===== config.mk =====
export PLATFORM = sky130hd
export DESIGN_NAME = membus_arbiter
export DESIGN_NICKNAME = d
export VERILOG_FILES = /design/src/source/vbus_pkg.sv /design/src/source/membus_arbiter.sv
export SDC_FILE = /design/constraint.sdc
export NUM_CORES = 1
export LEC_CHECK = 0
export ABC_AREA = 1
export BUFFER_PORTS_ARGS = -buffer_cell sky130_fd_sc_hd__buf_2
export CORE_AREA = 2 2 81 83
export DETAILED_ROUTE_END_ITERATION = 10
export DIE_AREA = 0 0 83 85
export SETUP_SLACK_MARGIN = 0.05
export SKIP_LAST_GASP = 1
export SLEW_MARGIN = 25
export SYNTH_ARGS = -nofsm -noshare
export SYNTH_HDL_FRONTEND = slang
export SYNTH_SLANG_ARGS = --single-unit

===== constraint.sdc =====
create_clock -name clk -period 1 [get_ports clk]
set_input_delay 0.15 -clock clk [delete_from_list [all_inputs] [get_ports clk]]
set_output_delay 0.15 -clock clk [all_outputs]
set_load 0.05 [all_outputs]

===== src/source/vbus_pkg.sv =====
`default_nettype none

package vbus_pkg;

    ////////////////////////////////////////////////////////////
    // Widths
    ////////////////////////////////////////////////////////////
    typedef logic  [7:0] byte_t;
    typedef logic [31:0] word_t;
    typedef logic [18:0] reg_addr_t;
    typedef logic [14:0] ram_word_addr_t;   // 32K words
    typedef logic  [3:0] lane_sel_t;
    typedef logic  [7:0] pal_idx_t;
    typedef logic [15:0] pal_entry_t;       // 12-bit RGB in low bits
    typedef logic  [7:0] spr_idx_t;
    typedef logic [31:0] spr_attr_t;

    ////////////////////////////////////////////////////////////
    // Bus structs
    ////////////////////////////////////////////////////////////
    typedef struct packed {
        reg_addr_t addr;
        byte_t     wdata;
        logic      write;
    } host_req_t;

    typedef struct packed {
        ram_word_addr_t addr;
        word_t          wdata;
        lane_sel_t      lanes;
        logic           write;
    } mem_cmd_t;

    typedef enum logic [1:0] {REGION_NONE, REGION_MAIN, REGION_PALETTE, REGION_SPRITE} region_e;
    typedef enum logic [1:0] {ST_IDLE, ST_READ, ST_RESP} ctrl_state_e;

    // Register bus memory map
    localparam int        MAIN_BASE_BIT = 18;
    localparam reg_addr_t PAL_BASE      = 19'h40200;
    localparam int        PAL_SPAN_BITS = 9;
    localparam reg_addr_t SPR_BASE      = 19'h40800;
    localparam int        SPR_SPAN_BITS = 10;
    localparam int        PAL_LANES     = 2;
    localparam int        SPR_LANES     = 4;

endpackage

`default_nettype wire

===== src/source/membus_arbiter.sv =====
`default_nettype none

module membus_arbiter (
    input  wire                           clk,
    input  wire                           reset,

    // Host commands from the register bus
    input  wire                           host_cmd_valid_i,
    input  wire vbus_pkg::mem_cmd_t       host_cmd_i,

    // Fetch requests
    input  wire                           lyr_fetch_valid_i,
    input  wire vbus_pkg::ram_word_addr_t lyr_fetch_addr_i,
    input  wire                           spr_fetch_valid_i,
    input  wire vbus_pkg::ram_word_addr_t spr_fetch_addr_i,

    input  wire vbus_pkg::word_t          mem_rdata_i,

    output logic                          lyr_fetch_ready_o,
    output logic                          spr_fetch_ready_o,
    output logic                          lyr_fetch_ack_o,
    output logic                          spr_fetch_ack_o,
    output vbus_pkg::word_t               fetch_data_o,
    output vbus_pkg::mem_cmd_t            mem_cmd_o
);

    logic lyr_grant;
    logic spr_grant;

    // Host always wins, then layer, then sprite
    assign lyr_fetch_ready_o = !host_cmd_valid_i;
    assign spr_fetch_ready_o = !host_cmd_valid_i && !lyr_fetch_valid_i;

    always_comb begin
        mem_cmd_o = '0;
        lyr_grant = 1'b0;
        spr_grant = 1'b0;
        if (host_cmd_valid_i) begin
            mem_cmd_o = host_cmd_i;
        end else if (lyr_fetch_valid_i) begin
            mem_cmd_o.addr = lyr_fetch_addr_i;
            lyr_grant      = 1'b1;
        end else if (spr_fetch_valid_i) begin
            mem_cmd_o.addr = spr_fetch_addr_i;
            spr_grant      = 1'b1;
        end
    end

    ////////////////////////////////////////////////////////////
    // Acks, one cycle after the grant
    ////////////////////////////////////////////////////////////
    always_ff @(posedge clk or posedge reset) begin
        if (reset) begin
            lyr_fetch_ack_o <= 1'b0;
            spr_fetch_ack_o <= 1'b0;
        end else begin
            lyr_fetch_ack_o <= lyr_grant;
            spr_fetch_ack_o <= spr_grant;
        end
    end

    // Returned word only shown during an ack
    assign fetch_data_o = (lyr_fetch_ack_o || spr_fetch_ack_o) ? mem_rdata_i : '0;

endmodule

`default_nettype wire


==> results.json <==
{
  "gp_congestion": 0.794,
  "status": "complete, but fails checks",
  "cts_buffers": 3,
  "hold_viol": 0,
  "cp_cell_sequence": "nor2_4 -> buf_6 -> buf_12 -> nor2_4 -> buf_6",
  "final_area_um2": 4380,
  "cp_max_fo": 8,
  "viasPerCell": 4.23,
  "start_util": 0.157,
  "final_nets": 573,
  "n_antenna_cell": 0,
  "timing.final.ws_setup_ns": -0.412,
  "tightest_slew_ns": 0.258,
  "placed_area_um2": 2660,
  "critPathArrivalTime_ns": 1.26,
  "final_util": 0.706,
  "grt_pass1_vias": 2399,
  "yosys_warnings": 0,
  "cts.sinks": 2,
  "grt_usage": 0.188,
  "drt_iter0_drc": 32,
  "max_cap_violations": 0,
  "cts.path.max_buffers": 2,
  "cts-root-buf": "clkbuf_8",
  "cts-htree-levels": 1,
  "syn-num-nets": 342,
  "criticalPathCategory": "reg -> out",
  "critical_path_required_ns": 0.85,
  "detail-route-antenna-nets": 0,
  "drc_errors": 0,
  "p_leak_uw": 0.00238,
  "antenna_found_initial": 0,
  "avgRoutedWirePerCell_um": 14.8,
  "drive_gt1_frac": 0.912,
  "avgSynthCellArea_um2": 4.36,
  "worst_ir_drop_vdd_mv": 0.408,
  "fp.coreArea_um2": 6200,
  "firstDrtPassIters": 4,
  "num_rows": 29,
  "yosysTopAreaCellShare": 0.232,
  "areaGrowthSynthToFinish_pct": 350,
  "hp-class": "in -> async",
  "cts_tree": "done",
  "dp_hpwl_mm": 4.51,
  "violations": "negative setup slack",
  "fillers": 422,
  "vias": 2236,
  "die_h_um": 85,
  "grt_overflow": 0,
  "dieArea_um2": 7060,
  "synth_top_cell_by_area": "nand3_1",
  "grt_pass1_wl_mm": 10.9,
  "maxSlewViolCount": 0,
  "synthTopCellsByArea": "nand3_1, nand2_1, inv_2, nor2_1, inv_1",
  "fin_crit_sh": 1.41,
  "end_kind": "output port",
  "ioPinCount": 207,
  "p_total_uw": 3100,
  "routed_wl_mm": 7.84,
  "timing.slew.headroom": 0.829,
  "portBuffers": 206,
  "setup_viol": 74,
  "grt_max_degree": 17,
  "cpPeakStageDelay_ns": 0.41,
  "max_clock_freq_mhz": 708,
  "rsz0062_at_grt": "yes",
  "clk_pin_slew_worst_paths_ns": 0.03,
  "ys_types": 11,
  "period_needed_ns": 1.41,
  "ys_seq_area_frac": 0.0515,
  "pre_cts_ws_ns": -0.220,
  "syn_inst": 223,
  "synthesis.area_um2": 972,
  "power_density_nw_per_um2": 707,
  "ys_ff_latch": 2,
  "cp_slowest_cell": "dfrtp_2",
  "die_w_um": 83,
  "start_kind": "register"
}
power breakdown:
group          internal, uW  leakage [uW]  switching, uW
Sequential             86.0     0.0000235           3.89
Clock                   254     0.0000216           60.4
Combinational          1120       0.00234           1570
state kept, by name, summed over array words and instances (netlist names):
register and cells:
lyr_fetch_ack_o 1, spr_fetch_ack_o 1
worst max path at each step:
stage / from / endpoint / slack [ns] / cells past startpoint
global placement: spr_fetch_ack_o / fetch_data_o[16] / -0.20 / 4
detailed placement: spr_fetch_ack_o / fetch_data_o[5] / -0.22 / 4
CTS: lyr_fetch_ack_o / fetch_data_o[5] / -0.41 / 5
global route: lyr_fetch_ack_o / fetch_data_o[15] / -0.46 / 5
floorplan: spr_fetch_ack_o / fetch_data_o[10] / -0.23 / 3
finish: lyr_fetch_ack_o / fetch_data_o[1] / -0.41 / 5
cells by family after synthesis:
kind of cell | after synthesis | share of synthesized area
flip-flops | 2 | 0.0515
buffers and inverters | 87 | 0.365
AND/OR/NAND/NOR | 134 | 0.583
cell type report:
class / count / area, um2 / area share
repair inverters: 1 / 16.3 / 0.00371
multi-input cells: 134 / 1560 / 0.355
well taps: 77 / 96.3 / 0.0220
inverters: 72 / 297 / 0.0677
clock buffers: 3 / 41.3 / 0.00943
repair buffers: 240 / 2320 / 0.530
flip-flops and latches: 2 / 52.6 / 0.0120
synthesized netlist by cell type:
cell type	n
nand3_1	45
buf_2	11
clkbuf_1	1
buf_6	1
nor2_1	35
inv_1	34
nor2_4	1
dfrtp_1	2
buf_4	2
inv_2	38
nand2_1	53
cell usage in the layout, fill, tap and decap left out:
cell type and n:
inv_2 37, nand3_2 15, clkinv_8 1, dlygate4sd3_1 1, buf_16 4, nand2_1 3
buf_12 9, buf_8 56, buf_4 8, dfrtp_2 2, nand2_2 17, nand2_4 33
clkbuf_8 3, clkbuf_16 2, nand3_4 30, buf_6 43, nor2_1 2, buf_2 117
clkinv_16 1, nor2_4 34, inv_1 34
layer usage:
metal  track usage  wire [um]  vias to the layer above
li1              -          -                     1093
met1         0.179       2440                     1009
met2         0.405       4740                      130
met3        0.0506        603                        4
met4        0.0194         50                        0
met5             0          0                        -
worst max-delay path, delay by kind of cell (launching register included):
kind	cells	cell delay, ns
buffers and inverters	3	0.42
flip-flops	1	0.41
AND/OR/NAND/NOR	2	0.21
timing repair:
item | CTS | global route
buffers inserted | 12 | 5
resized for setup | 283 | 105
pin swaps | 15 | 12
gates cloned | 8 | 3
hold buffers | 1 | 0
endpoints found under the hold margin | 2 | 0
endpoints found under the setup margin | 88 | 88
through the flow:
stage               cells  hold WS [ns]  setup TNS, ns
floorplan             223        -0.109          -7.78
global placement      503     -0.000544         -10.86
detailed placement    503       0.00269         -11.81
CTS                   527         0.358         -15.21
global route          529         0.378         -17.72
finish                529         0.355         -15.38
No activity file was read; power rests on OpenSTA's default activity.
