<file path="config.mk">
export PLATFORM = sky130hd
export DESIGN_NAME = regbus_ctrl
export DESIGN_NICKNAME = d
export VERILOG_FILES = /design/src/source/vbus_pkg.sv /design/src/source/regbus_ctrl.sv
export SDC_FILE = /design/constraint.sdc
export NUM_CORES = 1
export LEC_CHECK = 0
export BUFFER_PORTS_ARGS = -buffer_cell sky130_fd_sc_hd__buf_2
export CAP_MARGIN = 20
export CORE_MARGIN = 5
export CORE_UTILIZATION = 35
export DETAILED_ROUTE_END_ITERATION = 8
export PLACE_DENSITY = 0.8
export SYNTH_ARGS = -nofsm -noshare
export SYNTH_HDL_FRONTEND = slang
export SYNTH_SLANG_ARGS = --single-unit
</file>
<file path="constraint.sdc">
create_clock -name clk -period 2.91 [get_ports clk]
set_input_delay 0.291 -clock clk [delete_from_list [all_inputs] [get_ports clk]]
set_output_delay 0.291 -clock clk [all_outputs]
set_load 0.1 [all_outputs]
</file>
<file path="src/source/vbus_pkg.sv">
`default_nettype none

package vbus_pkg;

    ////////////////////////////////////////////////////////////
    // Widths
    ////////////////////////////////////////////////////////////
    typedef logic  [7:0] byte_t;
    typedef logic [31:0] word_t;
    typedef logic [18:0] reg_addr_t;
    typedef logic [14:0] ram_word_addr_t;   // 32K words
    typedef logic  [3:0] lane_sel_t;
    typedef logic  [7:0] pal_idx_t;
    typedef logic [15:0] pal_entry_t;       // 12-bit RGB in low bits
    typedef logic  [7:0] spr_idx_t;
    typedef logic [31:0] spr_attr_t;

    ////////////////////////////////////////////////////////////
    // Bus structs
    ////////////////////////////////////////////////////////////
    typedef struct packed {
        reg_addr_t addr;
        byte_t     wdata;
        logic      write;
    } host_req_t;

    typedef struct packed {
        ram_word_addr_t addr;
        word_t          wdata;
        lane_sel_t      lanes;
        logic           write;
    } mem_cmd_t;

    typedef enum logic [1:0] {REGION_NONE, REGION_MAIN, REGION_PALETTE, REGION_SPRITE} region_e;
    typedef enum logic [1:0] {ST_IDLE, ST_READ, ST_RESP} ctrl_state_e;

    // Register bus memory map
    localparam int        MAIN_BASE_BIT = 18;
    localparam reg_addr_t PAL_BASE      = 19'h40200;
    localparam int        PAL_SPAN_BITS = 9;
    localparam reg_addr_t SPR_BASE      = 19'h40800;
    localparam int        SPR_SPAN_BITS = 10;
    localparam int        PAL_LANES     = 2;
    localparam int        SPR_LANES     = 4;

endpackage

`default_nettype wire
</file>
<file path="src/source/regbus_ctrl.sv">
`default_nettype none

module regbus_ctrl (
    input  wire                        clk,
    input  wire                        reset,
    input  wire                        req_valid_i,
    input  wire vbus_pkg::host_req_t   req_i,
    input  wire                        rsp_ready_i,
    input  wire vbus_pkg::word_t       main_rdata_i,
    input  wire vbus_pkg::pal_entry_t  pal_rdata_i,
    input  wire vbus_pkg::spr_attr_t   spr_rdata_i,
    output logic                       req_ready_o,
    output logic                       rsp_valid_o,
    output vbus_pkg::byte_t            rsp_data_o,
    output logic                       host_cmd_valid_o,
    output vbus_pkg::mem_cmd_t         host_cmd_o,
    output logic                       pal_we_o,
    output logic                       spr_we_o,
    output logic [1:0]                 lane_o,
    output logic [7:0]                 word_idx_o
);

    vbus_pkg::ctrl_state_e state_r;
    vbus_pkg::region_e     region;
    vbus_pkg::region_e     rd_region_r;
    logic [1:0]            rd_lane_r;
    vbus_pkg::byte_t       rd_byte;
    vbus_pkg::byte_t       rsp_data_r;
    logic                  accept;

    ////////////////////////////////////////////////////////////
    // Address decode
    ////////////////////////////////////////////////////////////
    always_comb begin
        region     = vbus_pkg::REGION_NONE;
        lane_o     = req_i.addr[1:0];
        word_idx_o = req_i.addr[vbus_pkg::SPR_SPAN_BITS-1:2];
        if (!req_i.addr[vbus_pkg::MAIN_BASE_BIT]) begin
            region = vbus_pkg::REGION_MAIN;
        end else if ((req_i.addr >> vbus_pkg::PAL_SPAN_BITS) ==
                     (vbus_pkg::PAL_BASE >> vbus_pkg::PAL_SPAN_BITS)) begin
            // Palette entries are 16 bits, so only bit 0 picks the lane
            region     = vbus_pkg::REGION_PALETTE;
            lane_o     = {1'b0, req_i.addr[0]};
            word_idx_o = req_i.addr[vbus_pkg::PAL_SPAN_BITS-1:1];
        end else if ((req_i.addr >> vbus_pkg::SPR_SPAN_BITS) ==
                     (vbus_pkg::SPR_BASE >> vbus_pkg::SPR_SPAN_BITS)) begin
            region = vbus_pkg::REGION_SPRITE;
        end
    end

    assign req_ready_o = (state_r == vbus_pkg::ST_IDLE);
    assign accept      = req_valid_i && req_ready_o;

    // Main RAM command, byte replicated over all lanes
    assign host_cmd_valid_o  = accept && (region == vbus_pkg::REGION_MAIN);
    assign host_cmd_o.addr   = req_i.addr[16:2];
    assign host_cmd_o.wdata  = {4{req_i.wdata}};
    assign host_cmd_o.lanes  = 4'b0001 << req_i.addr[1:0];
    assign host_cmd_o.write  = req_i.write;

    assign pal_we_o = accept && req_i.write && (region == vbus_pkg::REGION_PALETTE);
    assign spr_we_o = accept && req_i.write && (region == vbus_pkg::REGION_SPRITE);

    ////////////////////////////////////////////////////////////
    // Read response
    ////////////////////////////////////////////////////////////
    always_comb begin
        case (rd_region_r)
            vbus_pkg::REGION_MAIN:    rd_byte = main_rdata_i[{rd_lane_r, 3'b000} +: 8];
            vbus_pkg::REGION_PALETTE: rd_byte = pal_rdata_i[{rd_lane_r[0], 3'b000} +: 8];
            vbus_pkg::REGION_SPRITE:  rd_byte = spr_rdata_i[{rd_lane_r, 3'b000} +: 8];
            default:                  rd_byte = '0;   // unmapped reads as zero
        endcase
    end

    always_ff @(posedge clk or posedge reset) begin
        if (reset) begin
            state_r <= vbus_pkg::ST_IDLE;
        end else begin
            case (state_r)
                vbus_pkg::ST_IDLE: if (accept && !req_i.write) state_r <= vbus_pkg::ST_READ;
                vbus_pkg::ST_READ: state_r <= vbus_pkg::ST_RESP;
                vbus_pkg::ST_RESP: if (rsp_ready_i) state_r <= vbus_pkg::ST_IDLE;
                default:           state_r <= vbus_pkg::ST_IDLE;
            endcase
        end
    end

    // Pending read info and response byte
    always_ff @(posedge clk) begin
        if (accept) begin
            rd_region_r <= region;
            rd_lane_r   <= lane_o;
        end
        if (state_r == vbus_pkg::ST_READ) begin
            rsp_data_r <= rd_byte;
        end
    end

    assign rsp_valid_o = (state_r == vbus_pkg::ST_RESP);
    assign rsp_data_o  = rsp_data_r;

endmodule

`default_nettype wire

</file>
==> results of run 1 <==
==> path summary, 6_finish.rpt <==
| kind | from | to | slack, ps | depth (start not counted) |
|---|---|---|---|---|
| setup / recovery | req_i[22] | word_idx_o[1] | 100 | 7 |
| hold / removal | req_i[0] | state_r[0] | 260 | 2 |
| setup reg to reg | rd_region_r[0] | rsp_data_o[2] | 710 | 5 |
| hold reg to reg | state_r[1] | state_r[0] | 640 | 3 |
| max in group asynchronous | reset | state_r[1] | 2350 | 3 |
| min in group asynchronous | reset | state_r[0] | 450 | 3 |
==> where the power goes <==
| group | switching (mW) | internal (mW) | total [mW] |
|---|---|---|---|
| sequential | 0.0158 | 0.241 | 0.257 |
| clock | 0.0668 | 0.0932 | 0.160 |
| combinational | 0.375 | 0.172 | 0.547 |
| total | 0.457 | 0.507 | 0.964 |
==> per-stage QoR <==
| step | utilization [%] | hold WS (ps) | cells | setup WS [ps] |
|---|---|---|---|---|
| 3_5_place_dp | 48.2 | 144 | 336 | 93.3 |
| 3_3_place_gp | 48.2 | 139 | 336 | 118 |
| 4_1_cts | 49.4 | 262 | 341 | 93.3 |
| 5_1_grt | 49.4 | 262 | 341 | 43.9 |
| 2_1_floorplan | - | 32.2 | 179 | 88.9 |
| 6_report | 49.4 | 264 | 341 | 100 |
==> layer usage <==
layer  routed length (um)  share of wire, %
met5                    0                 0
met4                   38              0.67
met3                  691                12
met2                 2990                53
met1                 1930                34
==> final cells by class <==
| class | instances | area, um2 | area share (%) |
|---|---|---|---|
| multi-input combinational | 103 | 913 | 38.9 |
| timing repair buffer | 150 | 883 | 37.6 |
| clock buffer | 3 | 41.3 | 1.76 |
| tap | 67 | 83.8 | 3.57 |
| inverter | 3 | 11.3 | 0.480 |
| clock inverter | 1 | 3.75 | 0.160 |
| sequential | 14 | 410 | 17.5 |
==> worst reg2reg max path: stages, from the launching register on <==
cell      delay (ps)
edfxtp_1         560
nand2_1          370
buf_4            310
mux2_2           380
o221ai_1         170
o22ai_1          150
==> cell usage in the layout, fill, tap and decap left out, drive strengths merged <==
cell type,n
buf,149
mux2,39
o22ai,16
edfxtp,12
o221ai,8
mux2i,8
nor2,8
nand2,6
nand2b,4
nor2b,4
inv,3
clkbuf,3
or4,2
dfrtp,2
and2,2
or2,1
nor4,1
or3b,1
nand3,1
o31a,1
a21o,1
clkinv,1
dlygate4sd3,1
==> flip-flops by register name (all words and copies together) (netlist names) <==
name	count
rsp_data_o	8
rd_lane_r	2
rd_region_r	2
state_r	2
==> logic make-up after synthesis <==
group                  after synthesis  share of synthesized area, %
AO/OA/AOI/OAI                       26                          10.8
multiplexers                        47                          31.5
flip-flops                          14                          23.7
AND/OR/NAND/NOR                     30                          9.52
buffers and inverters               62                          24.5
==> run summary, run 1 <==
Grt peak-use layer = met2
Post-route ant nets = 0
Worst-path cell chain = buf_2 -> or4_4 -> or4_4 -> or3b_1 -> buf_4 -> mux2_4 -> buf_12
Slew @ Worst Pin = 751 ps
Slowest cell on the critical path = or4_4
CP peak stage delay = 520 ps
Top-count cell post-synth = buf_4
Met2 usage = 34.2%
Crit-path most repeated cell = or4_4
Maximum number of pins on one net before global-route repair = 17
Post-synth cell types = 26
Final setup fails = 0
Slew headroom = 49.8%
CP delay by family, top = simple AND/OR/NAND/NOR gates
Initial Util = 36.5%
First-pass GRT wire length = 8100 um
H-tree Lvls = 1
Top FF cell, synth = edfxtp_1
Post-CTS sizing = 0
Setup repair after global routing missed its margin = false
Maximum VDD drop = 0.000213 V
Initial antenna violation count = 0
DR iter-0 viols = 65
Status = finished, final reports clean
Synth cell count leaders = buf_4 (49), mux2_2 (32), o22ai_1 (16)
Leak Pwr = 1.17 nW
Dpl hpwl = 4830 um
Area contributors post-synth = buf_4 (21%), edfxtp_1 (21%), mux2_2 (21%)
Setup TNS = 0 ps
Skew final = 6.86 ps
Cell taking the most area after synthesis = buf_4
M1 GR Usage = 15.2%
Wire length per cell = 16.6 um
Post-DP Area = 0.00229 mm2
Total Power = 0.964 mW
Number of global-route vias before repair = 1730
N_diodes = 0
Vias = 1648
Top-level I/O count = 187
Part of the cycle the worst path needs = 96.5%
Port Buf Inserts = 146
Num Clock Sinks = 14
Reg clk slew, reported paths = 50 ps
Die Height = 80.4 um
Post-synthesis async set-or-reset flop share = 14.3%
Minimum clock period = 2810 ps
FMAX = 0.356 GHz
CP Class = input port to output pin
Num CTS Buffers = 3
Final nets = 387
Die width = 80.4 um
Core Area = 0.00475 mm2
Maximum fanout along the worst path = 9
Area delta synth->final = 35.4%
Row count = 25
Post-CTS Setup Inserts = 0
Yosys warnings = 0
Gr ovfl total = 0
# fillers = 455
Iteration count of the initial detailed-routing pass = 4
DRT Wirelength = 5650 um
FF+latch count, synth = 14
Grt met3 use = 5.16%
Clock Path Buffers = 2
Min-Delay Path Class = input port to register
Via density = 4.83
RD Place Congestion = 0.754
Max-Cap Viols = 0
CP startpoint kind = input port
Root buffer cell = clkbuf_8
Cell count after synthesis = 179
Remaining DRCs = 0
Total GRT Usage = 16.4%
PwrDens = 411 mW/mm2
Syn Area/Cell = 9.69 um2
Arr. time, crit path = 2520 ps
Crit path required time = 2620 ps
Worst Path Buf+Inv = 3
Final Hold Fails = 0
Syn Std Cell Area = 0.00173 mm2
Clock Latency Late Sink = 240 ps
Net Count, Synth = 291
Sequential area share after synthesis = 23.7%
Finished Cell Area = 0.00235 mm2
Post-synth EDFFs = 12
Die area = 0.00646 mm2
Max Slew Vio Count = 0
Hold_buf cts = 1
CTS tree = built
Crit end category = output pin
Share of the synthesized area in the top cell type = 21.2%
Share of layout cells above drive strength 1 = 73.0%
Note: power is estimated with default switching activity, not from simulation.
==> inputs of run 2 (changes only) <==
Settings changed: MAX_ROUTING_LAYER from default to met4.
==> run 2 against run 1 <==
Effect of this change: utilization unchanged; global-route usage up 0.46 points; critical path depth unchanged; via count rose by 0.67%; die area unchanged; critical path type unchanged; highest routed layer unchanged; cell count stayed put; clock power is essentially flat; hold slack lost 0.67 ps; count of clock-buffer cells in the layout unchanged; largest power group unchanged; critical endpoint unchanged.
==> run summary, run 2 (same netlist as run 1, synthesis figures left out) <==
Status = finished, final reports clean
Port Buf Inserts = 146
Final Util = 49.4%
Die Height = 80.4 um
Max Slew Vio Count = 0
Leak Pwr = 1.17 nW
Iteration count of the initial detailed-routing pass = 4
Multi-input gate area = 913 um2
Post-route ant nets = 0
Maximum number of pins on one net before global-route repair = 17
Crit end category = output pin
FF-to-FF Start = rd_region_r[0]
Setup TNS = 0 ps
N_diodes = 0
Top-level I/O count = 187
Skew final = 8.59 ps
Post-CTS sizing = 0
CP startpoint kind = input port
Most frequent cells in the layout = buf_2 (138), mux2_2 (32), o22ai_1 (16)
Wire length per cell = 16.6 um
Final nets = 387
Num CTS Buffers = 3
Initial Util = 36.5%
# fillers = 455
Area delta synth->final = 35.4%
Row count = 25
Maximum fanout along the worst path = 9
Post-CTS Setup Inserts = 0
Core Area = 0.00475 mm2
H-tree Lvls = 1
Remaining DRCs = 0
Dpl hpwl = 4830 um
R2R Setup Slk = 710 ps
Num Clock Sinks = 14
Max-Cap Viols = 0
Final setup fails = 0
Slew @ Worst Pin = 755 ps
Hold path depth = 2
Clock Latency Late Sink = 240 ps
Part of the cycle the worst path needs = 96.6%
Die width = 80.4 um
Hold Crit Start = req_i[0]
Share of layout cells above drive strength 1 = 73.0%
RD Place Congestion = 0.764
CTS tree = built
Sequential cell area = 410 um2
Min-Delay Path Class = input port to register
R2r worst-path depth = 5
Root buffer cell = clkbuf_8
Number of global-route vias before repair = 1728
Vias = 1659
PwrDens = 411 mW/mm2
Most common cell after layout, fill and taps aside = buf_2
FMAX = 0.356 GHz
Total GRT Usage = 16.8%
First-pass GRT wire length = 8110 um
Gr ovfl total = 0
Reg clk slew, reported paths = 50 ps
Arr. time, crit path = 2520 ps
Final Hold Fails = 0
Slew headroom = 49.6%
Crit path required time = 2620 ps
Die area = 0.00646 mm2
Initial antenna violation count = 0
DRT Wirelength = 5650 um
Reg-to-reg endpoint = rsp_data_o[2]
DR iter-0 viols = 57
Minimum clock period = 2810 ps
CP Class = input port to output pin
Via density = 4.87
Number of flip-flops in the largest register = 8
Hold Path End = state_r[0]
Maximum VDD drop = 0.000213 V
Clock Path Buffers = 2
Setup repair after global routing missed its margin = false
-- run 2: cell counts in the layout (fill, tap and decap cells not counted) --
Identical to the previous run, type by type.
-- run 2: worst max-delay path by stage --
| stage | cells after the start | startpoint | end |
|---|---|---|---|
| after global placement | 7 | req_i[22] | lane_o[1] |
| final | 7 | req_i[22] | word_idx_o[1] |
| after detailed placement | 7 | req_i[22] | word_idx_o[1] |
| after CTS | 7 | req_i[22] | word_idx_o[1] |
| after floorplan | 5 | state_r[1] | spr_we_o |
| after global routing | 7 | req_i[22] | word_idx_o[4] |
-- run 2: metrics by stage --
stage                     setup slack, ps  instances  hold slack (ps)  area (um2)  power, mW
final                                99.2        341              264        2350      0.965
after global routing                 43.9        341              262        2350       1.01
after CTS                            93.3        341              262        2350      0.975
after detailed placement             93.3        336              144        2290      0.811
after global placement                118        336              139        2290      0.804
after floorplan                      88.9        179             32.2        1750      0.877
-- run 2: critical path, stage by stage --
cell,delay [ps]
buf_2,100
or4_4,520
or4_4,520
or3b_1,380
buf_4,200
mux2_4,330
buf_12,170
-- run 2: metal layers --
layer  track usage (%)  wire length, um
met1              15.7             1960
met2              34.2             2990
met3              4.60              665
met4              2.70               38
met5                 -                0
-- run 2: timing repair --
item                                    in CTS  in global routing
hold buffers                                 1                  0
endpoints found under the hold margin        2                  0
endpoints found under the setup margin       0                  0
-- run 2: cell type report --
cell class | count | area share [%]
multi-input cells | 103 | 38.9
repair buffers | 150 | 37.6
flip-flops and latches | 14 | 17.5
well taps | 67 | 3.57
clock buffers | 3 | 1.76
inverters | 3 | 0.480
clock inverters | 1 | 0.160
-- run 2: power breakdown --
| group | total [mW] | switching [mW] | internal, mW | leakage, nW |
|---|---|---|---|---|
| Sequential | 0.257 | 0.0157 | 0.241 | 0.139 |
| Clock | 0.161 | 0.0683 | 0.0932 | 0.0231 |
| Combinational | 0.547 | 0.374 | 0.172 | 1.01 |
